<file path="src/verilog/ppu_pkg.sv">
/*
 * background picture processor shared definitions
 * scan geometry, video memory map, bus structs and the system colour table
 */
package ppu_pkg;

  typedef logic [9:0]  coord_t;
  typedef logic [15:0] vram_addr_t;
  typedef logic [7:0]  byte_t;
  typedef logic [12:0] pat_addr_t;
  typedef logic [9:0]  nt_addr_t;
  typedef logic [4:0]  pal_idx_t;
  typedef logic [5:0]  sys_color_t;
  // 4 bits each of red, green, blue
  typedef logic [11:0] rgb_t;

  //////////////////////////////////////////////////////////////////////
  // scan geometry, 640x480 at 800x525 total
  localparam coord_t H_TOTAL        = 10'd800;
  localparam coord_t H_SYNC_START   = 10'd656;
  localparam coord_t H_SYNC_END     = 10'd752;
  localparam coord_t H_VISIBLE      = 10'd640;
  localparam coord_t V_TOTAL        = 10'd525;
  localparam coord_t V_SYNC_START   = 10'd490;
  localparam coord_t V_SYNC_END     = 10'd492;
  localparam coord_t V_VISIBLE      = 10'd480;
  localparam coord_t IMG_W          = 10'd512;
  localparam coord_t VBL_LINE       = 10'd480;
  localparam coord_t PRE_LINE       = 10'd524;
  localparam coord_t PREFETCH_START = 10'd768;

  // video memory map
  localparam nt_addr_t   ATTR_BASE  = 10'h3C0;
  localparam vram_addr_t PAT_END    = 16'h1FFF;
  localparam vram_addr_t NT_START   = 16'h2000;
  localparam vram_addr_t NT_END     = 16'h3EFF;
  localparam vram_addr_t PAL_START  = 16'h3F00;
  localparam vram_addr_t INC_ACROSS = 16'd1;
  localparam vram_addr_t INC_DOWN   = 16'd32;

  //////////////////////////////////////////////////////////////////////
  typedef enum logic [2:0] {
    REG_CTRL   = 3'd0,
    REG_MASK   = 3'd1,
    REG_STATUS = 3'd2,
    REG_ADDR   = 3'd6,
    REG_DATA   = 3'd7
  } reg_sel_t;

  typedef struct packed {
    reg_sel_t sel;
    byte_t    data;
    logic     we;
  } cpu_wr_t;

  typedef struct packed {
    coord_t drx;
    coord_t dry;
    logic   hs;
    logic   vs;
    logic   de;
  } scan_pos_t;

  typedef struct packed {
    vram_addr_t addr;
    byte_t      data;
    logic       en;
  } vram_wr_t;

  typedef struct packed {
    scan_pos_t  pos;
    logic [1:0] px;
    logic [1:0] pal;
  } bg_pixel_t;

  // mask register layout, only the background bits are wired up
  typedef struct packed {
    logic emph_b;
    logic emph_g;
    logic emph_r;
    logic spr_show;
    logic bg_show;
    logic spr_left;
    logic bg_left;
    logic grey;
  } ppu_mask_t;

  // system colour index to 12-bit VGA colour
  localparam rgb_t SYS_COLORS [64] = '{
    12'h666, 12'h029, 12'h01C, 12'h30C, 12'h609, 12'h705, 12'h700, 12'h610,
    12'h330, 12'h050, 12'h050, 12'h050, 12'h044, 12'h000, 12'h000, 12'h000,
    12'hAAA, 12'h06F, 12'h34F, 12'h72F, 12'hA2E, 12'hC28, 12'hC30, 12'hA50,
    12'h770, 12'h390, 12'h0A0, 12'h0A3, 12'h089, 12'h000, 12'h000, 12'h000,
    12'hFFF, 12'h5BF, 12'h89F, 12'hB7F, 12'hF7F, 12'hF7C, 12'hF86, 12'hE93,
    12'hBB0, 12'h8D0, 12'h5E4, 12'h4E9, 12'h4DD, 12'h444, 12'h000, 12'h000,
    12'hFFF, 12'hBEF, 12'hCDF, 12'hDCF, 12'hFCF, 12'hFCE, 12'hFCC, 12'hFDB,
    12'hEE9, 12'hCF9, 12'hBFA, 12'hAFC, 12'hAFF, 12'hBBB, 12'h000, 12'h000
  };

endpackage

</file>
<file path="src/verilog/vga_scan.sv">
/*
 * VGA scan generator
 * walks the 800x525 raster and decodes sync and display enable
 */
`timescale 1ns/1ps

module vga_scan (
  input  logic                vga_clk,
  input  logic                reset,
  output ppu_pkg::scan_pos_t  scan
);

  ppu_pkg::coord_t drx;
  ppu_pkg::coord_t dry;

  always_ff @(posedge vga_clk) begin
    if (reset) begin
      drx <= '0;
      dry <= '0;
    end else if (drx == ppu_pkg::H_TOTAL - 10'd1) begin
      drx <= '0;
      // end of line, step to the next one or wrap the frame
      if (dry == ppu_pkg::V_TOTAL - 10'd1)
        dry <= '0;
      else
        dry <= dry + 10'd1;
    end else begin
      drx <= drx + 10'd1;
    end
  end

  // sync pulses are active low
  always_comb begin
    scan.drx = drx;
    scan.dry = dry;
    scan.hs  = !(drx >= ppu_pkg::H_SYNC_START && drx < ppu_pkg::H_SYNC_END);
    scan.vs  = !(dry >= ppu_pkg::V_SYNC_START && dry < ppu_pkg::V_SYNC_END);
    scan.de  = (drx < ppu_pkg::H_VISIBLE) && (dry < ppu_pkg::V_VISIBLE);
  end

  assert property (@(posedge vga_clk) disable iff (reset)
    (drx < ppu_pkg::H_TOTAL) && (dry < ppu_pkg::V_TOTAL))
    else $error("scan counter left the raster");

endmodule

</file>
<file path="config.mk">
export PLATFORM = sky130hd
export DESIGN_NAME = vga_scan
export DESIGN_NICKNAME = d
export VERILOG_FILES = /design/src/verilog/ppu_pkg.sv /design/src/verilog/vga_scan.sv
export SDC_FILE = /design/constraint.sdc
export NUM_CORES = 1
export LEC_CHECK = 0
export ABC_AREA = 1
export BUFFER_PORTS_ARGS = -buffer_cell sky130_fd_sc_hd__buf_2
export CORE_AREA = 4 4 50 96
export CTS_CLUSTER_DIAMETER = 100
export DETAILED_ROUTE_END_ITERATION = 8
export DIE_AREA = 0 0 54 100
export GPL_TIMING_DRIVEN = 0
export HOLD_SLACK_MARGIN = 0.1
export PLACE_DENSITY_LB_ADDON = 0.25
export REMOVE_ABC_BUFFERS = 1
export SLEW_MARGIN = 10
export SYNTH_ARGS = -nofsm -noshare
export SYNTH_HDL_FRONTEND = slang
export SYNTH_SLANG_ARGS = --single-unit
</file>
<file path="constraint.sdc">
create_clock -name vga_clk -period 1.5 [get_ports vga_clk]
set_input_delay 0.3 -clock vga_clk [delete_from_list [all_inputs] [get_ports vga_clk]]
set_output_delay 0.3 -clock vga_clk [all_outputs]
set_load 0.005 [all_outputs]
</file>
==> results.md <==
- Power per cell area: roughly 630 nW/um^2
- Reg-to-reg startpoint: drx[1]
- Placer Congestion: roughly 0.80
- CTS tree: done
- Routed wire length: approximately 3.1 mm
- Post-route cell area: about 1600 sq um
- # setup viols final: 0
- Hold depth: 2
- CP Data Arrival Time: 1.17 ns
- R2R depth: 8
- Grt total ovfl: 0
- Largest net degree at the start of global routing: 12
- Critical Path Fanout Max: 6
- Initial core utilization: 0.285
- Cell taking the most area after synthesis: dfxtp_1
- GRT Total Usage: 0.123
- IO Pins: 25
- DR pass1 iterations: 4
- Vias in the first global route: 1100
- Outcome: finished clean
- Avg Synthesized Cell Area: approximately 6.8 sq um
- Die width: about 54 microns
- Layout cells sized above 1: 0.379
- CTS Root Cell: clkbuf_8
- Port-buffer cells: 24
- Setup TNS: 0 ns
- Net total in the final layout: 219
- Worst setup path startpoint: drx[8]
- Register area share after synthesis: 0.344
- Top cells by area, synth: dfxtp_1, nand2_1, inv_1, nor2_1, ha_1
- Via count: roughly 1200
- Antenna cells: 0
- Area of the multi-input gates: ~720 sq um
- Min-delay worst type: in -> reg
- Worst EP required: about 1.2 ns
- Yosys reg bits: 20
- Clock Skews: between 0.004 and 0.005 ns
- Synth cell types: 22
- Die Height: ~100 microns
- Post-DRT Antenna Nets: 0
- Cell Area, Synth: 1160 sq um
- Max-slew headroom: 0.740
- CP startpoint kind: flop
- EDFF count, synth: 0
- Final period utilization: 0.983
- Cell row count: 33
- Hold Buf Count CTS: 0
- Slew Viols, Final: 0
- Worst setup EP type: output pin
- Unrepaired setup endpoints after global routing: true
- Syn Inst Count: ~170
- FMAX: ~0.68 GHz
- Worst ir drop on vdd: roughly 0.5 mV
- Core Area: between 4000 and 5000 sq um
- Final HPWL DP: between 2 and 2.5 mm
- Post-DR wirelength/cell: about 12 microns
- Static Leak: a little over 0.7 nW
- Fill cells: ~450
- Crit Path Class: reg -> out
- Dominant cell by count in the synthesized netlist: nand2_1
- Clock latency on the worst-skew pair: ~0.26 ns
- Max Cap Viol: 0
- Post-synth ARST share: 0
- CTS Buf Count: 3
- Area growth syn-to-layout: 37.1%
- First-pass GRT wire length: slightly below 5 mm
- Final core occ: 0.390
- Number of DRC markers in iteration 0: 19
- Clock Sinks: 20
- Tightest Pin Transition: 0.389 ns
- Final min period: roughly 1.5 ns
- Commonest register cell after synthesis: dfxtp_1
- Worst r2r dst: dry[2]
- Die Area: 5400 sq um
- Vias per inst: approximately 4.6
- Overall Power: between 1 and 1.5 mW
- Share of the synthesized area in the top cell type: 0.344
- Longest Clk Path Bufs: 2
- # DRC: 0
- Worst-path clk slew: ~0.08 ns
- Antenna violations before repair: 0
- Register area: about 440 sq um
- YS warnings: 0
- Final Hold Fails: 0
- R2R Setup Slk: approximately 0.10 ns
- Critical path endpoint: scan[0]
- H-Tree Depth: 1
- DP Area: approximately 1300 sq um
- Most common library cells after synthesis: nand2_1, inv_1, nor2_1
-- layout make-up --
cell class / instances / share of cell area
Clock buffer: 4 / 0.0345
Sequential cell: 20 / 0.274
Tap cell: 52 / 0.0408
Inverter: 28 / 0.0675
Multi-Input combinational cell: 125 / 0.453
Timing Repair Buffer: 34 / 0.130
-- critical path, cell delays in order (launching register included) --
cell	delay [ns]
dfxtp_4	0.37
nand2_2	0.08
inv_2	0.06
nor4_1	0.24
buf_2	0.16
-- state kept, by name (all words and copies together) (netlist names) --
| name | flops |
|---|---|
| dry | 10 |
| drx | 10 |
-- power breakdown --
group	internal, mW	switching, mW	total, mW
Combinational	0.0192	0.0248	0.0440
Sequential	0.526	0.00662	0.533
Clock	0.234	0.196	0.429
-- cell families (layout without fill, tap and decap cells) --
group,after synthesis,in the layout,synth area share
flops,20,20,0.344
simple gates,104,105,0.442
compound gates,14,14,0.0624
fa+ha+maj,5,5,0.0538
xor+xnor,1,1,0.00753
buf+inv,28,66,0.0903
-- stage by stage --
stage	setup WS, ns	std cells	hold slack [ns]
floorplan	0.171	172	0.369
global placement	-0.0352	248	0.458
detailed placement	-0.0431	248	0.463
CTS	-0.00108	255	0.226
global route	-0.00509	263	0.222
finish	0.0258	263	0.213
-- metal layers --
metal	vias to the layer above	wire length (microns)	global-route usage
met2	23	1730	0.221
met1	550	1230	0.132
li1	634	-	-
met5	-	0	0
met4	0	77	0.0576
met3	4	108	0.0193
-- cells in the final DEF (no fill, tap or decap), types with 5 or more instances in the layout --
cell and n:
buf_2 24, nor2_4 7, inv_2 5, buf_4 9, dfxtp_4 6, nand3_1 10
a21oi_1 11, nor2_1 20, dfxtp_2 11, nand4_1 10, inv_1 22, nand2_1 40
-- timing repair --
| item | in CTS | in global routing |
|---|---|---|
| hold endpoints to repair | 0 | 0 |
| pin swaps | 3 | 7 |
| setup endpoints to repair | 12 | 14 |
| gates resized for setup | 15 | 26 |
| cloned | 1 | 0 |
| buffers inserted | 2 | 8 |
-- worst min-delay path by stage --
stage / from / endpoint
4_1_cts: reset / dry[8]
6_report: reset / dry[8]
3_3_place_gp: drx[0] / drx[0]
3_5_place_dp: drx[0] / drx[0]
2_1_floorplan: reset / dry[8]
5_1_grt: reset / dry[8]
Note: power is estimated with default switching activity, not from simulation.
