--- src/verilog/ppu_pkg.sv ---
/*
 * background picture processor shared definitions
 * scan geometry, video memory map, bus structs and the system colour table
 */
package ppu_pkg;

  typedef logic [9:0]  coord_t;
  typedef logic [15:0] vram_addr_t;
  typedef logic [7:0]  byte_t;
  typedef logic [12:0] pat_addr_t;
  typedef logic [9:0]  nt_addr_t;
  typedef logic [4:0]  pal_idx_t;
  typedef logic [5:0]  sys_color_t;
  // 4 bits each of red, green, blue
  typedef logic [11:0] rgb_t;

  //////////////////////////////////////////////////////////////////////
  // scan geometry, 640x480 at 800x525 total
  localparam coord_t H_TOTAL        = 10'd800;
  localparam coord_t H_SYNC_START   = 10'd656;
  localparam coord_t H_SYNC_END     = 10'd752;
  localparam coord_t H_VISIBLE      = 10'd640;
  localparam coord_t V_TOTAL        = 10'd525;
  localparam coord_t V_SYNC_START   = 10'd490;
  localparam coord_t V_SYNC_END     = 10'd492;
  localparam coord_t V_VISIBLE      = 10'd480;
  localparam coord_t IMG_W          = 10'd512;
  localparam coord_t VBL_LINE       = 10'd480;
  localparam coord_t PRE_LINE       = 10'd524;
  localparam coord_t PREFETCH_START = 10'd768;

  // video memory map
  localparam nt_addr_t   ATTR_BASE  = 10'h3C0;
  localparam vram_addr_t PAT_END    = 16'h1FFF;
  localparam vram_addr_t NT_START   = 16'h2000;
  localparam vram_addr_t NT_END     = 16'h3EFF;
  localparam vram_addr_t PAL_START  = 16'h3F00;
  localparam vram_addr_t INC_ACROSS = 16'd1;
  localparam vram_addr_t INC_DOWN   = 16'd32;

  //////////////////////////////////////////////////////////////////////
  typedef enum logic [2:0] {
    REG_CTRL   = 3'd0,
    REG_MASK   = 3'd1,
    REG_STATUS = 3'd2,
    REG_ADDR   = 3'd6,
    REG_DATA   = 3'd7
  } reg_sel_t;

  typedef struct packed {
    reg_sel_t sel;
    byte_t    data;
    logic     we;
  } cpu_wr_t;

  typedef struct packed {
    coord_t drx;
    coord_t dry;
    logic   hs;
    logic   vs;
    logic   de;
  } scan_pos_t;

  typedef struct packed {
    vram_addr_t addr;
    byte_t      data;
    logic       en;
  } vram_wr_t;

  typedef struct packed {
    scan_pos_t  pos;
    logic [1:0] px;
    logic [1:0] pal;
  } bg_pixel_t;

  // mask register layout, only the background bits are wired up
  typedef struct packed {
    logic emph_b;
    logic emph_g;
    logic emph_r;
    logic spr_show;
    logic bg_show;
    logic spr_left;
    logic bg_left;
    logic grey;
  } ppu_mask_t;

  // system colour index to 12-bit VGA colour
  localparam rgb_t SYS_COLORS [64] = '{
    12'h666, 12'h029, 12'h01C, 12'h30C, 12'h609, 12'h705, 12'h700, 12'h610,
    12'h330, 12'h050, 12'h050, 12'h050, 12'h044, 12'h000, 12'h000, 12'h000,
    12'hAAA, 12'h06F, 12'h34F, 12'h72F, 12'hA2E, 12'hC28, 12'hC30, 12'hA50,
    12'h770, 12'h390, 12'h0A0, 12'h0A3, 12'h089, 12'h000, 12'h000, 12'h000,
    12'hFFF, 12'h5BF, 12'h89F, 12'hB7F, 12'hF7F, 12'hF7C, 12'hF86, 12'hE93,
    12'hBB0, 12'h8D0, 12'h5E4, 12'h4E9, 12'h4DD, 12'h444, 12'h000, 12'h000,
    12'hFFF, 12'hBEF, 12'hCDF, 12'hDCF, 12'hFCF, 12'hFCE, 12'hFCC, 12'hFDB,
    12'hEE9, 12'hCF9, 12'hBFA, 12'hAFC, 12'hAFF, 12'hBBB, 12'h000, 12'h000
  };

endpackage

--- src/verilog/pixel_color.sv ---
/*
 * pixel colour stage
 * applies the mask bits, looks up palette and system colour, drives VGA
 */
`timescale 1ns/1ps

module pixel_color (
  input  logic                 vga_clk,
  input  logic                 reset,
  input  ppu_pkg::bg_pixel_t   bg_px,
  input  ppu_pkg::ppu_mask_t   mask,
  output ppu_pkg::pal_idx_t    pal_rd_addr,
  input  ppu_pkg::sys_color_t  pal_rd_data,
  output logic                 vga_hs,
  output logic                 vga_vs,
  output logic                 vga_de,
  output ppu_pkg::rgb_t        vga_rgb
);

  logic          in_img;
  logic          left_col;
  logic          show;
  ppu_pkg::rgb_t rgb_next;

  // image occupies the left 512 columns of the visible area
  assign in_img   = bg_px.pos.de && (bg_px.pos.drx < ppu_pkg::IMG_W);
  // source columns 0 to 7
  assign left_col = bg_px.pos.drx[9:1] < 9'd8;
  assign show     = in_img && mask.bg_show && (mask.bg_left || !left_col);

  assign pal_rd_addr = {1'b0, bg_px.pal, bg_px.px};
  assign rgb_next    = show ? ppu_pkg::SYS_COLORS[pal_rd_data] : '0;

  always_ff @(posedge vga_clk) begin
    if (reset) begin
      vga_hs  <= 1'b1;
      vga_vs  <= 1'b1;
      vga_de  <= 1'b0;
      vga_rgb <= '0;
    end else begin
      vga_hs  <= bg_px.pos.hs;
      vga_vs  <= bg_px.pos.vs;
      vga_de  <= bg_px.pos.de;
      vga_rgb <= rgb_next;
    end
  end

endmodule

--- config.mk ---
export PLATFORM = sky130hd
export DESIGN_NAME = pixel_color
export DESIGN_NICKNAME = d
export VERILOG_FILES = /design/src/verilog/ppu_pkg.sv /design/src/verilog/pixel_color.sv
export SDC_FILE = /design/constraint.sdc
export NUM_CORES = 1
export LEC_CHECK = 0
export ABC_CLOCK_PERIOD_IN_PS = 1850
export BUFFER_PORTS_ARGS = -buffer_cell sky130_fd_sc_hd__buf_2
export CAP_MARGIN = 20
export CORE_MARGIN = 1
export CORE_UTILIZATION = 48
export DETAILED_ROUTE_END_ITERATION = 8
export GPL_ROUTABILITY_DRIVEN = 0
export PLACE_DENSITY = 0.79
export SLEW_MARGIN = 20
export SYNTH_ARGS = -nofsm -noshare
export SYNTH_HDL_FRONTEND = slang
export SYNTH_SLANG_ARGS = --single-unit
--- constraint.sdc ---
create_clock -name vga_clk -period 1.85 [get_ports vga_clk]
set_input_delay 0.185 -clock vga_clk [delete_from_list [all_inputs] [get_ports vga_clk]]
set_output_delay 0.185 -clock vga_clk [all_outputs]
set_load 0.02 [all_outputs]
==> impl_results.md <==
* Width of the die at 58.5 um
* CTS Hold Bufs at 0
* Share of cells above drive strength 1 at 26.7%
* Synth top area share at 19.6%
* Biggest cell delay along the critical path at 0.36 ns
* Number of routed nets with antenna violations at 0
* Ports at 63
* Pins over their slew limit at 0
* Required time of the critical path at 2.00 ns
* CP max FO at 3
* H-tree depth at 1
* HPWL after DPL at 2690 um
* GRT overflow at 0
* Synthesized instance count at 190
* Peak Freq at 716 MHz
* First-pass GRT wire length at 6160 um
* Yosys top cell by area: dfxtp_1
* Cell variety after synth at 50
* CTS resizes at 0
* Yosys warns at 0
* Pin count of the biggest net entering global routing at 27
* Kind of critical path: in2reg
* Top-count cell post-synth: ha_1
* Max-Cap Viols at 0
* List of most frequent post-synthesis cells: 17 x ha_1, 16 x nand2_1, 15 x dfxtp_1, 12 x a21oi_1
* Ys flop type: dfxtp_1
* Placeable Area at 0.00303 mm^2
* WHS at 0.0896 ns
* Status: complete, no violations
* Ranking of synthesized cells by area: dfxtp_1 20%, ha_1 14%, nand2b_1 4.1%, a21oi_1 3.9%, buf_4 3.9%
* Async S/R FF share, synth at 0%
* Root buf cell: clkbuf_4
* Netlist Area Pre-Place at 0.00153 mm^2
* Std cell rows at 20
* Synth Register Bits at 15
* Final #Nets at 282
* Sink Count at 15
* Antenna Diode Count at 0
* Period minus WS final at 1.40 ns
* Crit-path slowest cell: a221oi_1
* Via/cell ratio at 5.70
* Number of hold violations in the final report at 0
* Syn_nets at 250
* Worst Setup SP: pal_rd_data[0]
* Die height at 58.5 um
* Period utilisation layout at 75.5%
* Number of setup violations in the final report at 0
* DRT Pass-1 Iters at 4
* Number of flops mapped to enable cells by yosys at 0
* Initial Util at 50.6%
* Setup crit end: vga_rgb[2]$_SDFF_PP0_
* # DRC at 0
* Via count at 1510
* Hold Crit Class: in2reg
* Setup TNS at 0 ns
* Number of buffers created by CTS at 3
* Initial antenna violation count at 0
* Total track usage at 23.4%
* RSZ-0062 raised after global routing: false
* Sequential element share of the synthesized area at 19.6%
* DRT iter0 DRCs at 68
* VDD IR-drop max at 0.000223 V
* Area grow syn2layout at 13.2%
* Crit start category: input pin
* Total routed wirelength at 3630 um
* Port bufs at 33
* Post-CTS Setup Inserts at 0
* Worst-path clk slew at 0.08 ns
* Avg WL per Cell at 13.7 um
* CTS tree: done
* CTS Buffer Depth at 2
* CP Data Arrival Time at 1.55 ns
* Crit-path cells: buf_2 > inv_1 > ha_1 > inv_1 > ha_1 > a221oi_1 > o21ai_0 > nor4bb_1
* Mapped Avg Cell Area at 8.06 um^2
* Number of global-route vias before repair at 1354
* Static Leak at 0.000802 uW
* CP endpoint kind: flip-flop
* Pwr dens at 468 mW/mm^2
* Die area at 0.00342 mm^2
[worst min path at each step]
stage	start	end	slack, ns	cells after the start
after floorplan	reset	vga_de$_SDFF_PP0_	0.27	1
after global placement	bg_px[3]	pal_rd_addr[1]	0.37	0
after detailed placement	bg_px[3]	pal_rd_addr[1]	0.37	0
after CTS	bg_px[5]	vga_vs$_SDFF_PP1_	0.08	2
after global routing	bg_px[5]	vga_vs$_SDFF_PP1_	0.08	2
final	bg_px[5]	vga_vs$_SDFF_PP1_	0.09	2
[layout by cell type, fill, tap and decap left out, types with 2 or more instances in the layout]
cell       n
a211o_1    3
o21ai_1    2
buf_2     33
nor2_1    10
nand2_1   16
o221ai_1   3
dfxtp_1   15
a311oi_1   6
and3_1     2
nand4_1    2
o31a_1     2
a31oi_1    3
nand2b_1  10
clkbuf_4   3
nor4_1     2
a211oi_1   2
o21ai_0   10
a21oi_1   12
mux2i_1    5
nor2b_1    8
o211ai_1   3
ha_1      17
or2_2      2
buf_4     14
a221oi_1   2
mux2_2     2
inv_1      8
nand3_1    2
[cell families (layout without fill, tap and decap cells)]
group | after synthesis | in the layout | share of synthesized area (%)
mux | 8 | 8 | 5.72
flops | 15 | 15 | 19.6
simple gates | 60 | 60 | 20.7
buf+inv | 29 | 60 | 12.0
other cells | 1 | 1 | 0.245
fa+ha+maj | 17 | 17 | 13.9
compound gates | 60 | 60 | 27.9
[per-layer routing]
metal  track usage [%]  share of wire, %
met5                 0                 0
met4              11.9               2.0
met3              1.76               8.9
met2              37.9                44
met1              31.4                45
[cell type report]
| cell class | instances | area [um^2] |
|---|---|---|
| multi-input cells | 146 | 1050 |
| flip-flops and latches | 15 | 300 |
| clock buffers | 3 | 22.5 |
| fillers | 294 | 1290 |
| clock inverters | 1 | 5.00 |
| inverters | 9 | 33.8 |
| repair buffers | 47 | 270 |
| well taps | 44 | 55.1 |
[critical path: cells and delay by family]
family / cells / cell delay (ns)
adder cells (fa/ha/maj): 2 / 0.47
AO/OA/AOI/OAI: 2 / 0.49
AND/OR/NAND/NOR: 1 / 0.14
buffers and inverters: 3 / 0.26
[state kept, by name (all words and copies together) (netlist names)]
| name | cells |
|---|---|
| vga_rgb | 12 |
| vga_de | 1 |
| vga_vs | 1 |
| vga_hs | 1 |
[power breakdown]
part / leakage [uW] / total (uW) / internal (uW) / switching [uW]
clock network: 0.0000177 / 182 / 80.2 / 102
registers: 0.000122 / 333 / 331 / 1.48
logic: 0.000662 / 297 / 124 / 172
[metrics by stage]
step	power [uW]	worst slack, ns	utilization [%]	instance area (um^2)	std cells
floorplan	565	0.305	-	1530	190
global route	867	0.318	57.3	1730	265
detailed placement	632	0.163	56.4	1710	261
global placement	629	0.163	56.4	1710	261
finish	811	0.453	57.3	1730	265
CTS	816	0.465	57.3	1730	265
No activity file was read; power rests on OpenSTA's default activity.
