$ cat config.mk
export PLATFORM = sky130hd
export DESIGN_NAME = ppu_regs
export DESIGN_NICKNAME = d
export VERILOG_FILES = /design/src/verilog/ppu_pkg.sv /design/src/verilog/ppu_regs.sv
export SDC_FILE = /design/constraint.sdc
export NUM_CORES = 1
export LEC_CHECK = 0
export ABC_AREA = 1
export BUFFER_PORTS_ARGS = -buffer_cell sky130_fd_sc_hd__buf_2
export CAP_MARGIN = 10
export CORE_UTILIZATION = 48
export DETAILED_ROUTE_END_ITERATION = 7
export PLACE_DENSITY_LB_ADDON = 0.3
export SKIP_CTS_REPAIR_TIMING = 1
export SYNTH_ARGS = -nofsm -noshare
export SYNTH_HDL_FRONTEND = slang
export SYNTH_SLANG_ARGS = --single-unit
$ cat constraint.sdc
create_clock -name vga_clk -period 1.4 [get_ports vga_clk]
set_input_delay 0.07 -clock vga_clk [delete_from_list [all_inputs] [get_ports vga_clk]]
set_output_delay 0.07 -clock vga_clk [all_outputs]
set_load 0.02 [all_outputs]
$ cat src/verilog/ppu_pkg.sv
/*
 * background picture processor shared definitions
 * scan geometry, video memory map, bus structs and the system colour table
 */
package ppu_pkg;

  typedef logic [9:0]  coord_t;
  typedef logic [15:0] vram_addr_t;
  typedef logic [7:0]  byte_t;
  typedef logic [12:0] pat_addr_t;
  typedef logic [9:0]  nt_addr_t;
  typedef logic [4:0]  pal_idx_t;
  typedef logic [5:0]  sys_color_t;
  // 4 bits each of red, green, blue
  typedef logic [11:0] rgb_t;

  //////////////////////////////////////////////////////////////////////
  // scan geometry, 640x480 at 800x525 total
  localparam coord_t H_TOTAL        = 10'd800;
  localparam coord_t H_SYNC_START   = 10'd656;
  localparam coord_t H_SYNC_END     = 10'd752;
  localparam coord_t H_VISIBLE      = 10'd640;
  localparam coord_t V_TOTAL        = 10'd525;
  localparam coord_t V_SYNC_START   = 10'd490;
  localparam coord_t V_SYNC_END     = 10'd492;
  localparam coord_t V_VISIBLE      = 10'd480;
  localparam coord_t IMG_W          = 10'd512;
  localparam coord_t VBL_LINE       = 10'd480;
  localparam coord_t PRE_LINE       = 10'd524;
  localparam coord_t PREFETCH_START = 10'd768;

  // video memory map
  localparam nt_addr_t   ATTR_BASE  = 10'h3C0;
  localparam vram_addr_t PAT_END    = 16'h1FFF;
  localparam vram_addr_t NT_START   = 16'h2000;
  localparam vram_addr_t NT_END     = 16'h3EFF;
  localparam vram_addr_t PAL_START  = 16'h3F00;
  localparam vram_addr_t INC_ACROSS = 16'd1;
  localparam vram_addr_t INC_DOWN   = 16'd32;

  //////////////////////////////////////////////////////////////////////
  typedef enum logic [2:0] {
    REG_CTRL   = 3'd0,
    REG_MASK   = 3'd1,
    REG_STATUS = 3'd2,
    REG_ADDR   = 3'd6,
    REG_DATA   = 3'd7
  } reg_sel_t;

  typedef struct packed {
    reg_sel_t sel;
    byte_t    data;
    logic     we;
  } cpu_wr_t;

  typedef struct packed {
    coord_t drx;
    coord_t dry;
    logic   hs;
    logic   vs;
    logic   de;
  } scan_pos_t;

  typedef struct packed {
    vram_addr_t addr;
    byte_t      data;
    logic       en;
  } vram_wr_t;

  typedef struct packed {
    scan_pos_t  pos;
    logic [1:0] px;
    logic [1:0] pal;
  } bg_pixel_t;

  // mask register layout, only the background bits are wired up
  typedef struct packed {
    logic emph_b;
    logic emph_g;
    logic emph_r;
    logic spr_show;
    logic bg_show;
    logic spr_left;
    logic bg_left;
    logic grey;
  } ppu_mask_t;

  // system colour index to 12-bit VGA colour
  localparam rgb_t SYS_COLORS [64] = '{
    12'h666, 12'h029, 12'h01C, 12'h30C, 12'h609, 12'h705, 12'h700, 12'h610,
    12'h330, 12'h050, 12'h050, 12'h050, 12'h044, 12'h000, 12'h000, 12'h000,
    12'hAAA, 12'h06F, 12'h34F, 12'h72F, 12'hA2E, 12'hC28, 12'hC30, 12'hA50,
    12'h770, 12'h390, 12'h0A0, 12'h0A3, 12'h089, 12'h000, 12'h000, 12'h000,
    12'hFFF, 12'h5BF, 12'h89F, 12'hB7F, 12'hF7F, 12'hF7C, 12'hF86, 12'hE93,
    12'hBB0, 12'h8D0, 12'h5E4, 12'h4E9, 12'h4DD, 12'h444, 12'h000, 12'h000,
    12'hFFF, 12'hBEF, 12'hCDF, 12'hDCF, 12'hFCF, 12'hFCE, 12'hFCC, 12'hFDB,
    12'hEE9, 12'hCF9, 12'hBFA, 12'hAFC, 12'hAFF, 12'hBBB, 12'h000, 12'h000
  };

endpackage

$ cat src/verilog/ppu_regs.sv
/*
 * CPU-facing register file
 * control, mask, two-write video address, data port and the vblank flag
 */
`timescale 1ns/1ps

module ppu_regs (
  input  logic                vga_clk,
  input  logic                reset,
  input  ppu_pkg::cpu_wr_t    cpu_wr,
  input  ppu_pkg::scan_pos_t  scan,
  output ppu_pkg::vram_wr_t   vram_wr,
  output logic                bg_table,
  output ppu_pkg::ppu_mask_t  mask,
  output logic                nmi
);

  ppu_pkg::byte_t      control;
  ppu_pkg::vram_addr_t vram_addr;
  ppu_pkg::vram_addr_t addr_step;
  logic                toggle;
  logic                incr_pend;
  logic                vbl_flag;
  logic                data_wr;
  logic                vbl_set;
  logic                vbl_clr;

  assign data_wr = cpu_wr.we && (cpu_wr.sel == ppu_pkg::REG_DATA);
  assign vbl_set = (scan.drx == 10'd0) && (scan.dry == ppu_pkg::VBL_LINE);
  assign vbl_clr = (scan.drx == 10'd0) && (scan.dry == ppu_pkg::PRE_LINE);
  // control bit 2 picks the step, across a row or down a column
  assign addr_step = control[2] ? ppu_pkg::INC_DOWN : ppu_pkg::INC_ACROSS;

  always_ff @(posedge vga_clk) begin
    if (reset) begin
      control   <= '0;
      mask      <= '0;
      vram_addr <= '0;
      toggle    <= 1'b0;
      incr_pend <= 1'b0;
      vbl_flag  <= 1'b0;
    end else begin
      // address moves on the edge after the data write
      incr_pend <= data_wr;
      if (incr_pend)
        vram_addr <= vram_addr + addr_step;

      if (cpu_wr.we) begin
        case (cpu_wr.sel)
          ppu_pkg::REG_CTRL: control <= cpu_wr.data;
          ppu_pkg::REG_MASK: mask <= ppu_pkg::ppu_mask_t'(cpu_wr.data);
          ppu_pkg::REG_STATUS: toggle <= 1'b0;
          ppu_pkg::REG_ADDR: begin
            toggle <= ~toggle;
            // high byte first, then low byte
            if (!toggle)
              vram_addr[15:8] <= cpu_wr.data;
            else
              vram_addr[7:0] <= cpu_wr.data;
          end
          default: ;
        endcase
      end

      if (cpu_wr.we && cpu_wr.sel == ppu_pkg::REG_STATUS)
        vbl_flag <= 1'b0;
      else if (vbl_set)
        vbl_flag <= 1'b1;
      else if (vbl_clr)
        vbl_flag <= 1'b0;
    end
  end

  always_comb begin
    vram_wr.addr = vram_addr;
    vram_wr.data = cpu_wr.data;
    vram_wr.en   = data_wr;
  end

  assign bg_table = control[4];
  assign nmi      = vbl_flag & control[7];

  // the address step of a data write must land before the next address use
  assert property (@(posedge vga_clk) disable iff (reset)
    (cpu_wr.we && (cpu_wr.sel == ppu_pkg::REG_DATA || cpu_wr.sel == ppu_pkg::REG_ADDR))
      |-> !incr_pend)
    else $error("video address used before the previous data write stepped it");

endmodule

==> flow_summary.yaml <==
power:
  internal_power_mw: 1.31
  p_leak_nw: 1.20
  pwr-share-seq_pct: 49.1
  comb_power_share_pct: 14.5
  swShare_pct: 28.0
  powerDensity_mw_per_mm2: 773
  p_sw_mw: 0.509
  peakVddDrop_mv: 0.580
  p_total_mw: 1.82
  power.share.clock_pct: 36.4
synth:
  syn_inst: 267
  synth_cell_types: 29
  ys_top_cells_by_area: "dfxtp_1 34%, nand2_1 9.1%, inv_1 8.9%, o21ai_0 7.6%, nor2_1 6.5%"
  mappedNetlistArea_mm2: 0.00178
  yosys_warnings: 0
  ys_seq_elements: 30
  synth_edf_count: 0
  async_reset_ff_share_pct: 0
  synth_nets: 307
  synth_area_leader_cell: "dfxtp_1"
  seq_area_frac_synth_pct: 33.8
  avgSynthCellArea_um2: 6.66
  synth.most_common_cell: "nand2_1"
  synthTopCellsByCount: "43 x nand2_1, 42 x inv_1, 31 x nor2_1"
  yosysTopAreaCellShare_pct: 33.8
  synth-main-ff-cell: "dfxtp_1"
critical_path:
  slowest_delay_ns: 0.36
  crit_path_start: "control[2]$_SDFFE_PP0P_"
  required_ns: 1.59
  r2r_end: "vram_addr[10]$_SDFF_PP0_"
  reg2reg_from: "control[2]$_SDFFE_PP0P_"
  cp_slowest_cell: "dfxtp_4"
  path_class: "reg2reg"
  path_cells: "ha_4 -> inv_1 -> nor2_2 -> nand2_4 -> nand2_4 -> nand3_1 -> nand2_1 -> nand3_2 -> nand2_1 -> inv_1"
  path_max_fanout: 5
  endpoint_kind: "flip-flop"
  cp.arrival_ns: 1.59
  rr_worst_depth: 10
  reg2reg_slack_ns: -0.004
  start_kind: "flip-flop"
sta:
  setup_viol: 1
  hold_viol_final: 1
  whs_ns: -0.00196
  setup_tns_ns: -0.00387
  rsz0062_at_grt: "true"
  slew_violations: 0
  fin_skew_ns: 0.00438
  min_period_over_period_pct: 100
  setup_ws_ns: -0.00387
  maxSlewHeadroom_pct: 78.9
  period_minus_slack_ns: 1.40
  tightestPinTransition_ns: 0.316
  fmax_mhz: 712
outcome:
  status: "finished, violations left"
  violations: "negative hold slack, negative setup slack"
final_layout:
  final_cells: 385
  fillCellCount: 324
  finalNetCount: 379
  finalCoreUtilization_pct: 68.3
  antenna_cells: 0
  final_layout_size_suffix_gt1_share_pct: 36.0
  seq_area_um2: 607
  multiInputGateArea_mm2: 0.00101
  syn_to_final_growth_pct: 32.2
drt:
  post-route-drc-count: 0
  dr.pass1.iters: 4
  postRouteAntennaNets: 0
  drtIter0Drc: 62
  routedWlPerCell_um: 11.9
  drt-total-wl_um: 4570
  dr_total_vias: 1974
  vias_per_cell: 5.13
global_route:
  grt_overflow: 0
  antenna_found_initial: 0
  grt_pass1_wl_um: 7620
  grt_max_degree: 17
  track_usage_pct: 24.5
  grt_pass1_vias: 1812
flow_run:
  cap_viol_max_count: 0
place:
  hpwlAfterDp_um: 3390
  port_buffers: 68
  numPlacedInstances: 374
  gp_congestion: 0.794
clocking:
  numCtsBuffers: 5
  clockRootBuffer: "clkbuf_8"
  clk_latency_ns: 0.29
  clk_path_buf_depth: 2
  path_clk_slew_ns: 0.06
  cts_tree: "built"
  htree_levels: 2
  cts_sinks: 30
floorplanning:
  dieWidth_um: 62.9
  dieArea_mm2: 0.00395
  die_y_um: 62.9
  rows: 21
  coreArea_mm2: 0.00344
  start_util_pct: 51.7
  num_io_pins: 72
worst_hold_path:
  hp-start: "reset"
  min_to: "toggle$_SDFFE_PP0P_"
  hold_path_class: "in2reg"
  holdPathStages: 2
[worst max-delay path by stage]
| stage | end | slack, ns | cells past startpoint |
|---|---|---|---|
| 3_5_place_dp | vram_addr[10]$_SDFF_PP0_ | -0.02 | 11 |
| 4_1_cts | vram_addr[10]$_SDFF_PP0_ | -0.02 | 11 |
| 2_1_floorplan | vram_addr[15]$_SDFF_PP0_ | 0.01 | 10 |
| 6_report | vram_addr[10]$_SDFF_PP0_ | -0.004 | 10 |
| 3_3_place_gp | vram_addr[6]$_SDFF_PP0_ | 0.03 | 8 |
| 5_1_grt | vram_addr[13]$_SDFF_PP0_ | -0.11 | 11 |
[placed cells by master, fill, tap and decap left out, drive strengths merged]
cell,synthesis,final
buf,14,79
nand2,50,51
inv,43,43
nor2,37,37
dfxtp,30,30
o21ai,28,28
nand3,25,25
a21oi,11,11
nand4,8,8
clkbuf,1,5
nor3,3,3
nand3b,3,3
ha,3,3
a31oi,2,2
xor2,2,2
xnor2,2,2
clkinv,0,2
nor4,1,1
a311oi,1,1
and3,1,1
or2,1,1
o21bai,1,1
[layer usage]
metal / wire length, µm / part of all wire, % / GRT usage [%] / vias to the layer above
li1: - / - / - / 989
met1: 2020 / 44 / 28.2 / 912
met2: 2240 / 49 / 42.5 / 68
met3: 251 / 5.5 / 6.57 / 5
met4: 58 / 1.3 / 10.2 / 0
met5: 0 / 0 / 0 / -
[worst max-delay path: cells and delay by family (launching register included)]
kind          cells  cell delay (ns)
buf+inv           2             0.09
flops             1             0.36
simple gates      7             0.59
fa+ha+maj         1             0.28
[final cells by class]
type	count	share of cell area [%]
timing repair buffer	79	18.3
multi-input combinational	180	43.1
clock buffer	5	2.93
tap	46	2.45
sequential	30	25.8
clock inverter	2	0.426
inverter	43	6.97
[power by group through the flow]
stage,Clock [mW],Sequential (mW),Combinational [mW]
after floorplan,0,0.933,0.129
after global placement,0,0.911,0.248
after detailed placement,0,0.911,0.254
after CTS,0.670,0.893,0.255
after global routing,0.722,0.896,0.293
final,0.662,0.894,0.263
[cell families (layout without fill, tap and decap cells)]
group,Yosys count,count (layout),synth area share [%]
and+or+nand+nor,129,130,34.6
buffers and inverters,58,129,14.6
AOI/OAI and AO/OA,43,43,12.9
DFF,30,30,33.8
xor gates and xnor gates,4,4,1.97
adders and majority gates,3,3,2.11
[stage by stage]
| step | worst slack (ns) | cell area, µm² |
|---|---|---|
| detailed placement | -0.0196 | 2140 |
| floorplan | 0.0124 | 1780 |
| CTS | -0.0218 | 2220 |
| global route | -0.110 | 2350 |
| global placement | 0.0291 | 2140 |
| finish | -0.00387 | 2350 |
[registers in the layout, indices dropped and copies added, names as in the netlist]
signal,cells
incr_pend,1
mask,8
vbl_flag,1
control,3
vram_addr,16
toggle,1
No activity file was read; power rests on OpenSTA's default activity.
