--- config.mk ---
export PLATFORM = sky130hd
export DESIGN_NAME = bg_fetch
export DESIGN_NICKNAME = d
export VERILOG_FILES = /design/src/verilog/ppu_pkg.sv /design/src/verilog/bg_fetch.sv
export SDC_FILE = /design/constraint.sdc
export NUM_CORES = 1
export LEC_CHECK = 0
export ABC_CLOCK_PERIOD_IN_PS = 1800
export BUFFER_PORTS_ARGS = -buffer_cell sky130_fd_sc_hd__clkbuf_2
export CAP_MARGIN = 15
export CELL_PAD_IN_SITES_DETAIL_PLACEMENT = 0
export CELL_PAD_IN_SITES_GLOBAL_PLACEMENT = 1
export CORE_AREA = 2 2 116 118
export CTS_BUF_LIST = sky130_fd_sc_hd__clkbuf_16
export CTS_CLUSTER_DIAMETER = 100
export DETAILED_ROUTE_END_ITERATION = 12
export DIE_AREA = 0 0 118 120
export GPL_ROUTABILITY_DRIVEN = 0
export PLACE_DENSITY_LB_ADDON = 0.1
export SLEW_MARGIN = 15
export SYNTH_ARGS = -nofsm -noshare
export SYNTH_HDL_FRONTEND = slang
export SYNTH_SLANG_ARGS = --single-unit
--- constraint.sdc ---
create_clock -name vga_clk -period 1.8 [get_ports vga_clk]
set_input_delay 0 -clock vga_clk [delete_from_list [all_inputs] [get_ports vga_clk]]
set_output_delay 0 -clock vga_clk [all_outputs]
set_load 0.01 [all_outputs]
--- src/verilog/ppu_pkg.sv ---
/*
 * background picture processor shared definitions
 * scan geometry, video memory map, bus structs and the system colour table
 */
package ppu_pkg;

  typedef logic [9:0]  coord_t;
  typedef logic [15:0] vram_addr_t;
  typedef logic [7:0]  byte_t;
  typedef logic [12:0] pat_addr_t;
  typedef logic [9:0]  nt_addr_t;
  typedef logic [4:0]  pal_idx_t;
  typedef logic [5:0]  sys_color_t;
  // 4 bits each of red, green, blue
  typedef logic [11:0] rgb_t;

  //////////////////////////////////////////////////////////////////////
  // scan geometry, 640x480 at 800x525 total
  localparam coord_t H_TOTAL        = 10'd800;
  localparam coord_t H_SYNC_START   = 10'd656;
  localparam coord_t H_SYNC_END     = 10'd752;
  localparam coord_t H_VISIBLE      = 10'd640;
  localparam coord_t V_TOTAL        = 10'd525;
  localparam coord_t V_SYNC_START   = 10'd490;
  localparam coord_t V_SYNC_END     = 10'd492;
  localparam coord_t V_VISIBLE      = 10'd480;
  localparam coord_t IMG_W          = 10'd512;
  localparam coord_t VBL_LINE       = 10'd480;
  localparam coord_t PRE_LINE       = 10'd524;
  localparam coord_t PREFETCH_START = 10'd768;

  // video memory map
  localparam nt_addr_t   ATTR_BASE  = 10'h3C0;
  localparam vram_addr_t PAT_END    = 16'h1FFF;
  localparam vram_addr_t NT_START   = 16'h2000;
  localparam vram_addr_t NT_END     = 16'h3EFF;
  localparam vram_addr_t PAL_START  = 16'h3F00;
  localparam vram_addr_t INC_ACROSS = 16'd1;
  localparam vram_addr_t INC_DOWN   = 16'd32;

  //////////////////////////////////////////////////////////////////////
  typedef enum logic [2:0] {
    REG_CTRL   = 3'd0,
    REG_MASK   = 3'd1,
    REG_STATUS = 3'd2,
    REG_ADDR   = 3'd6,
    REG_DATA   = 3'd7
  } reg_sel_t;

  typedef struct packed {
    reg_sel_t sel;
    byte_t    data;
    logic     we;
  } cpu_wr_t;

  typedef struct packed {
    coord_t drx;
    coord_t dry;
    logic   hs;
    logic   vs;
    logic   de;
  } scan_pos_t;

  typedef struct packed {
    vram_addr_t addr;
    byte_t      data;
    logic       en;
  } vram_wr_t;

  typedef struct packed {
    scan_pos_t  pos;
    logic [1:0] px;
    logic [1:0] pal;
  } bg_pixel_t;

  // mask register layout, only the background bits are wired up
  typedef struct packed {
    logic emph_b;
    logic emph_g;
    logic emph_r;
    logic spr_show;
    logic bg_show;
    logic spr_left;
    logic bg_left;
    logic grey;
  } ppu_mask_t;

  // system colour index to 12-bit VGA colour
  localparam rgb_t SYS_COLORS [64] = '{
    12'h666, 12'h029, 12'h01C, 12'h30C, 12'h609, 12'h705, 12'h700, 12'h610,
    12'h330, 12'h050, 12'h050, 12'h050, 12'h044, 12'h000, 12'h000, 12'h000,
    12'hAAA, 12'h06F, 12'h34F, 12'h72F, 12'hA2E, 12'hC28, 12'hC30, 12'hA50,
    12'h770, 12'h390, 12'h0A0, 12'h0A3, 12'h089, 12'h000, 12'h000, 12'h000,
    12'hFFF, 12'h5BF, 12'h89F, 12'hB7F, 12'hF7F, 12'hF7C, 12'hF86, 12'hE93,
    12'hBB0, 12'h8D0, 12'h5E4, 12'h4E9, 12'h4DD, 12'h444, 12'h000, 12'h000,
    12'hFFF, 12'hBEF, 12'hCDF, 12'hDCF, 12'hFCF, 12'hFCE, 12'hFCC, 12'hFDB,
    12'hEE9, 12'hCF9, 12'hBFA, 12'hAFC, 12'hAFF, 12'hBBB, 12'h000, 12'h000
  };

endpackage

--- src/verilog/bg_fetch.sv ---
/*
 * background tile fetch
 * nametable, attribute and plane fetch in 16-cycle groups,
 * then per-pixel plane and attribute selection
 */
`timescale 1ns/1ps

module bg_fetch (
  input  logic                vga_clk,
  input  logic                reset,
  input  ppu_pkg::scan_pos_t  scan,
  input  logic                bg_table,
  output ppu_pkg::nt_addr_t   nt_rd_addr,
  input  ppu_pkg::byte_t      nt_rd_data,
  output ppu_pkg::pat_addr_t  pat_rd_addr,
  input  ppu_pkg::byte_t      pat_rd_data,
  output ppu_pkg::bg_pixel_t  bg_px
);

  logic            fetch_on;
  logic [3:0]      phase;
  logic [4:0]      ndrx;
  logic [7:0]      ndry;
  ppu_pkg::coord_t dry_next;
  ppu_pkg::byte_t  tile_q, attr_q, lo_q, hi_q;
  ppu_pkg::byte_t  attr_d, lo_d, hi_d;
  logic [2:0]      bit_sel;
  logic [2:0]      attr_sh;

  assign phase = scan.drx[3:0];
  assign fetch_on = ((scan.drx < ppu_pkg::IMG_W || scan.drx >= ppu_pkg::PREFETCH_START) &&
                     scan.dry < ppu_pkg::V_VISIBLE) ||
                    (scan.drx >= ppu_pkg::PREFETCH_START && scan.dry == ppu_pkg::PRE_LINE);
  assign dry_next = scan.dry + 10'd1;

  //////////////////////////////////////////////////////////////////////
  // next tile coordinates in source pixels
  always_comb begin
    if (scan.drx[9:4] >= 6'd31) begin
      // past the last tile, start the following line
      ndrx = '0;
      if (scan.dry >= ppu_pkg::V_VISIBLE - 10'd1)
        ndry = '0;
      else
        ndry = dry_next[8:1];
    end else begin
      ndrx = scan.drx[8:4] + 5'd1;
      ndry = scan.dry[8:1];
    end
  end

  // nametable port carries the tile in 0-1 and the attribute in 2-3
  always_comb begin
    if (phase == 4'd2 || phase == 4'd3)
      nt_rd_addr = ppu_pkg::ATTR_BASE | {4'd0, ndry[7:5], ndrx[4:2]};
    else
      nt_rd_addr = {ndry[7:3], ndrx};
  end

  // drx bit 1 separates the low plane (4-5) from the high plane (6-7)
  assign pat_rd_addr = {bg_table, tile_q, scan.drx[1], ndry[2:0]};

  always_ff @(posedge vga_clk) begin
    if (fetch_on) begin
      case (phase)
        4'd1:  tile_q <= nt_rd_data;
        4'd3:  attr_q <= nt_rd_data;
        4'd5:  lo_q   <= pat_rd_data;
        4'd7:  hi_q   <= pat_rd_data;
        4'd15: begin
          attr_d <= attr_q;
          lo_d   <= lo_q;
          hi_d   <= hi_q;
        end
        default: ;
      endcase
    end
  end

  //////////////////////////////////////////////////////////////////////
  // pixel select, leftmost source pixel is plane bit 7
  assign bit_sel = 3'd7 - scan.drx[3:1];
  // quadrant from the 16-pixel halves in source y and x
  assign attr_sh = {scan.dry[5], scan.drx[5], 1'b0};

  always_ff @(posedge vga_clk) begin
    if (reset) begin
      bg_px.pos.drx <= '0;
      bg_px.pos.dry <= '0;
      bg_px.pos.hs  <= 1'b1;
      bg_px.pos.vs  <= 1'b1;
      bg_px.pos.de  <= 1'b0;
      bg_px.px      <= '0;
      bg_px.pal     <= '0;
    end else begin
      bg_px.pos <= scan;
      bg_px.px  <= {hi_d[bit_sel], lo_d[bit_sel]};
      bg_px.pal <= attr_d[attr_sh +: 2];
    end
  end

endmodule

==> qor.txt <==
Status -> finished clean
Comb pwr share -> 9.5%
Max clock buf depth -> 2
Drt total wl -> 7250 um
Hold_sp -> bg_table
Drt first-iter violations -> 61
Sequential-to-total area share from yosys stat -> 70.2%
Die ar. -> 0.0142 sq mm
RSZ-0062 raised after global routing -> false
Worst Path Arrival -> 1.69 ns
Worst Path Max Fanout -> 7
CTS sink count -> 83
Ys async rst share -> 0%
Die Height -> 120 um
DR vias -> 2058
R2R setup slack -> 0.65 ns
Drt wl/cell -> 13.9 um
Ports -> 92
Clock period minus worst slack -> 1.69 ns
Clk pwr share -> 43.2%
Worst setup SP type -> primary input
WS Path Type -> in2out
Worst Hold Endpoint -> pat_rd_addr[12]
Layout cells sized above 1 -> 42.2%
Worst R2R End -> bg_px[2]
Most frequent cell after synthesis -> edfxtp_1
Final #Nets -> 385
Distinct cells, synth -> 42
Starting density of the core -> 24.4%
Syn_area_per_cell -> 15.6 sq um
Critical Path RT -> 1.80 ns
Drt pass-1 iters -> 4
CP delay by family, top -> buffers and inverters
Period utilization -> 94.0%
Buffers & Inverters on Critical Path -> 3
Yosys warns -> 0
Setup TNS Final -> 0 ns
Routed Antenna Nets -> 0
First-pass GRT wire length -> 11500 um
Final Hold Viols -> 0
Register bit total from synthesis -> 83
Antenna violations before repair -> 0
Total global-route track usage -> 10.9%
Post-synth top cells -> edfxtp_1, dfxtp_1, nor2b_1
TritonCTS Buffers -> 9
Power per cell area -> 967 mW/mm^2
Die width -> 118 um
Drt via density -> 3.96
Worst IR Drop VDD -> 0.390 mV
Fin. max-slew vios -> 0
HPWL Detailed -> 5250 um
Dpl cells -> 476
Synthesis-to-finish area growth -> 44.1%
EDFF count, synth -> 56
Synth Flop Type -> edfxtp_1
Critical-path top delay cell -> dlygate4sd3_1
H-Tree Depth -> 3
Worst Tran Pin Value -> 0.569 ns
Final setup viols -> 0
Gr ovfl total -> 0
P_int -> 3480 uW
Max Cap Viol -> 0
CP cell instances -> dlygate4sd3_1 -> clkbuf_2 -> nand3_2 -> o21ai_2 -> and2_2 -> o31ai_2 -> buf_2
Vias in the first global route -> 2088
Setup Skew -> 0.00563 ns
Sw frac -> 21.2%
Number of antenna diodes -> 0
Post-Syn Area -> 0.00317 sq mm
Mapped Cells -> 203
R2r worst-path depth -> 3
Cell Rows -> 42
Share of the synthesized area in the top cell type -> 53.1%
Fin cells -> 520
Worst Hold Class -> in2out
Syn Nets -> 248
Ranking of synthesized cells by area -> edfxtp_1, dfxtp_1, nor2b_1
Relative slew slack -> 62.1%
Worst Hold Depth -> 0
Crit path capture type -> output port
Root buffer cell -> clkbuf_16
IO buf count -> 89
Total net switching power -> 936 uW
Core area -> 0.0130 sq mm
Sequential power share -> 47.2%
Worst path max stage delay -> 0.53 ns
CTS tree -> done
Pin count of the biggest net entering global routing -> 28
Clock Latency Late Sink -> 0.33 ns
Lkg Pwr -> 0.00180 uW
Drt drc -> 0
R2r startpoint -> lo_d[7]
Dominant cell type by area after synthesis -> edfxtp_1
Fmax -> 0.591 GHz
[cells by family after synthesis]
| family | Yosys count | synth area share [%] |
|---|---|---|
| AOI/OAI and AO/OA | 18 | 5.45 |
| xor gates and xnor gates | 6 | 1.66 |
| adders and majority gates | 3 | 1.19 |
| buffers and inverters | 14 | 2.45 |
| DFF | 83 | 70.2 |
| muxes | 11 | 5.97 |
| and+or+nand+nor | 68 | 13.1 |
[timing repair]
item | 4_1_cts | 5_1_grt
endpoints found under the hold margin | 45 | 0
buffers inserted | 0 | 0
hold buffers | 29 | 0
endpoints found under the setup margin | 0 | 8
resized for setup | 0 | 5
[metrics by stage]
step                      hold slack (ns)  power, uW  instance area, sq um  worst slack, ns  util [%]
final                           0.0000173       4410                  4560            0.108      35.2
after global routing            0.0000749       4610                  4560          0.00936      35.2
after detailed placement        0.0000686       2500                  3940          0.00670      30.4
after global placement          0.0000686       2500                  3940           0.0346      30.4
after floorplan                    0.0716       2300                  3170            0.160         -
after CTS                       0.0000686       4490                  4540           0.0199      35.0
[registers in the layout, summed over array words and instances, names as in the netlist]
signal,flops
tile_q,8
hi_d,8
hi_q,8
attr_d,8
lo_d,8
bg_px,27
attr_q,8
lo_q,8
[layout by cell type, fill, tap and decap left out, types with 2 or more instances in the layout]
| cell type | n |
|---|---|
| o21ai_1 | 3 |
| clkbuf_2 | 86 |
| mux2i_1 | 2 |
| nor2b_1 | 23 |
| mux2_2 | 3 |
| mux4_2 | 6 |
| buf_12 | 3 |
| dlygate4sd3_1 | 28 |
| o31ai_2 | 2 |
| edfxtp_1 | 56 |
| ha_1 | 3 |
| a41oi_4 | 2 |
| nor3_2 | 2 |
| a21oi_1 | 2 |
| dfxtp_1 | 27 |
| nand3_1 | 5 |
| nand2_1 | 7 |
| or2_2 | 2 |
| nor2_1 | 12 |
| inv_1 | 6 |
| clkbuf_16 | 9 |
| nor3_1 | 2 |
| buf_2 | 2 |
| bufinv_16 | 2 |
| nand4_1 | 2 |
| buf_4 | 15 |
| xnor2_1 | 6 |
| o21ai_0 | 3 |
| o21ai_2 | 2 |
[power groups by stage]
stage / sequential (uW) / combinational, uW / clock [uW]
6_report: 2080 / 420 / 1910
3_5_place_dp: 2130 / 376 / 0
4_1_cts: 2080 / 426 / 1980
2_1_floorplan: 2140 / 161 / 0
5_1_grt: 2090 / 465 / 2060
3_3_place_gp: 2130 / 376 / 0
[routing by layer]
layer  vias to the layer above  global-route usage [%]  routed length, um
li1                       1025                       -                  -
met1                       960                    13.7               3270
met2                        62                    17.2               3470
met3                        11                    2.85                352
met4                         0                    5.87                155
met5                         -                       0                  0
[cell type report]
type | instances | area [sq um]
clock buffers | 9 | 225
flip-flops and latches | 83 | 2220
clock inverters | 6 | 83.8
multi-input cells | 107 | 891
inverters | 4 | 15.0
repair buffers | 135 | 906
fillers | 1314 | 8420
well taps | 176 | 220
[worst max path at each step]
| stage | from | end | slack, ns | cells past startpoint |
|---|---|---|---|---|
| final | scan[5] | nt_rd_addr[4] | 0.11 | 7 |
| after global routing | scan[5] | nt_rd_addr[3] | 0.009 | 8 |
| after CTS | scan[21] | nt_rd_addr[5] | 0.02 | 7 |
| after detailed placement | scan[3] | attr_d[5] | 0.007 | 9 |
| after global placement | scan[3] | hi_d[0] | 0.03 | 9 |
| after floorplan | scan[4] | attr_d[0] | 0.16 | 6 |
(Power assumes the default switching activity.)
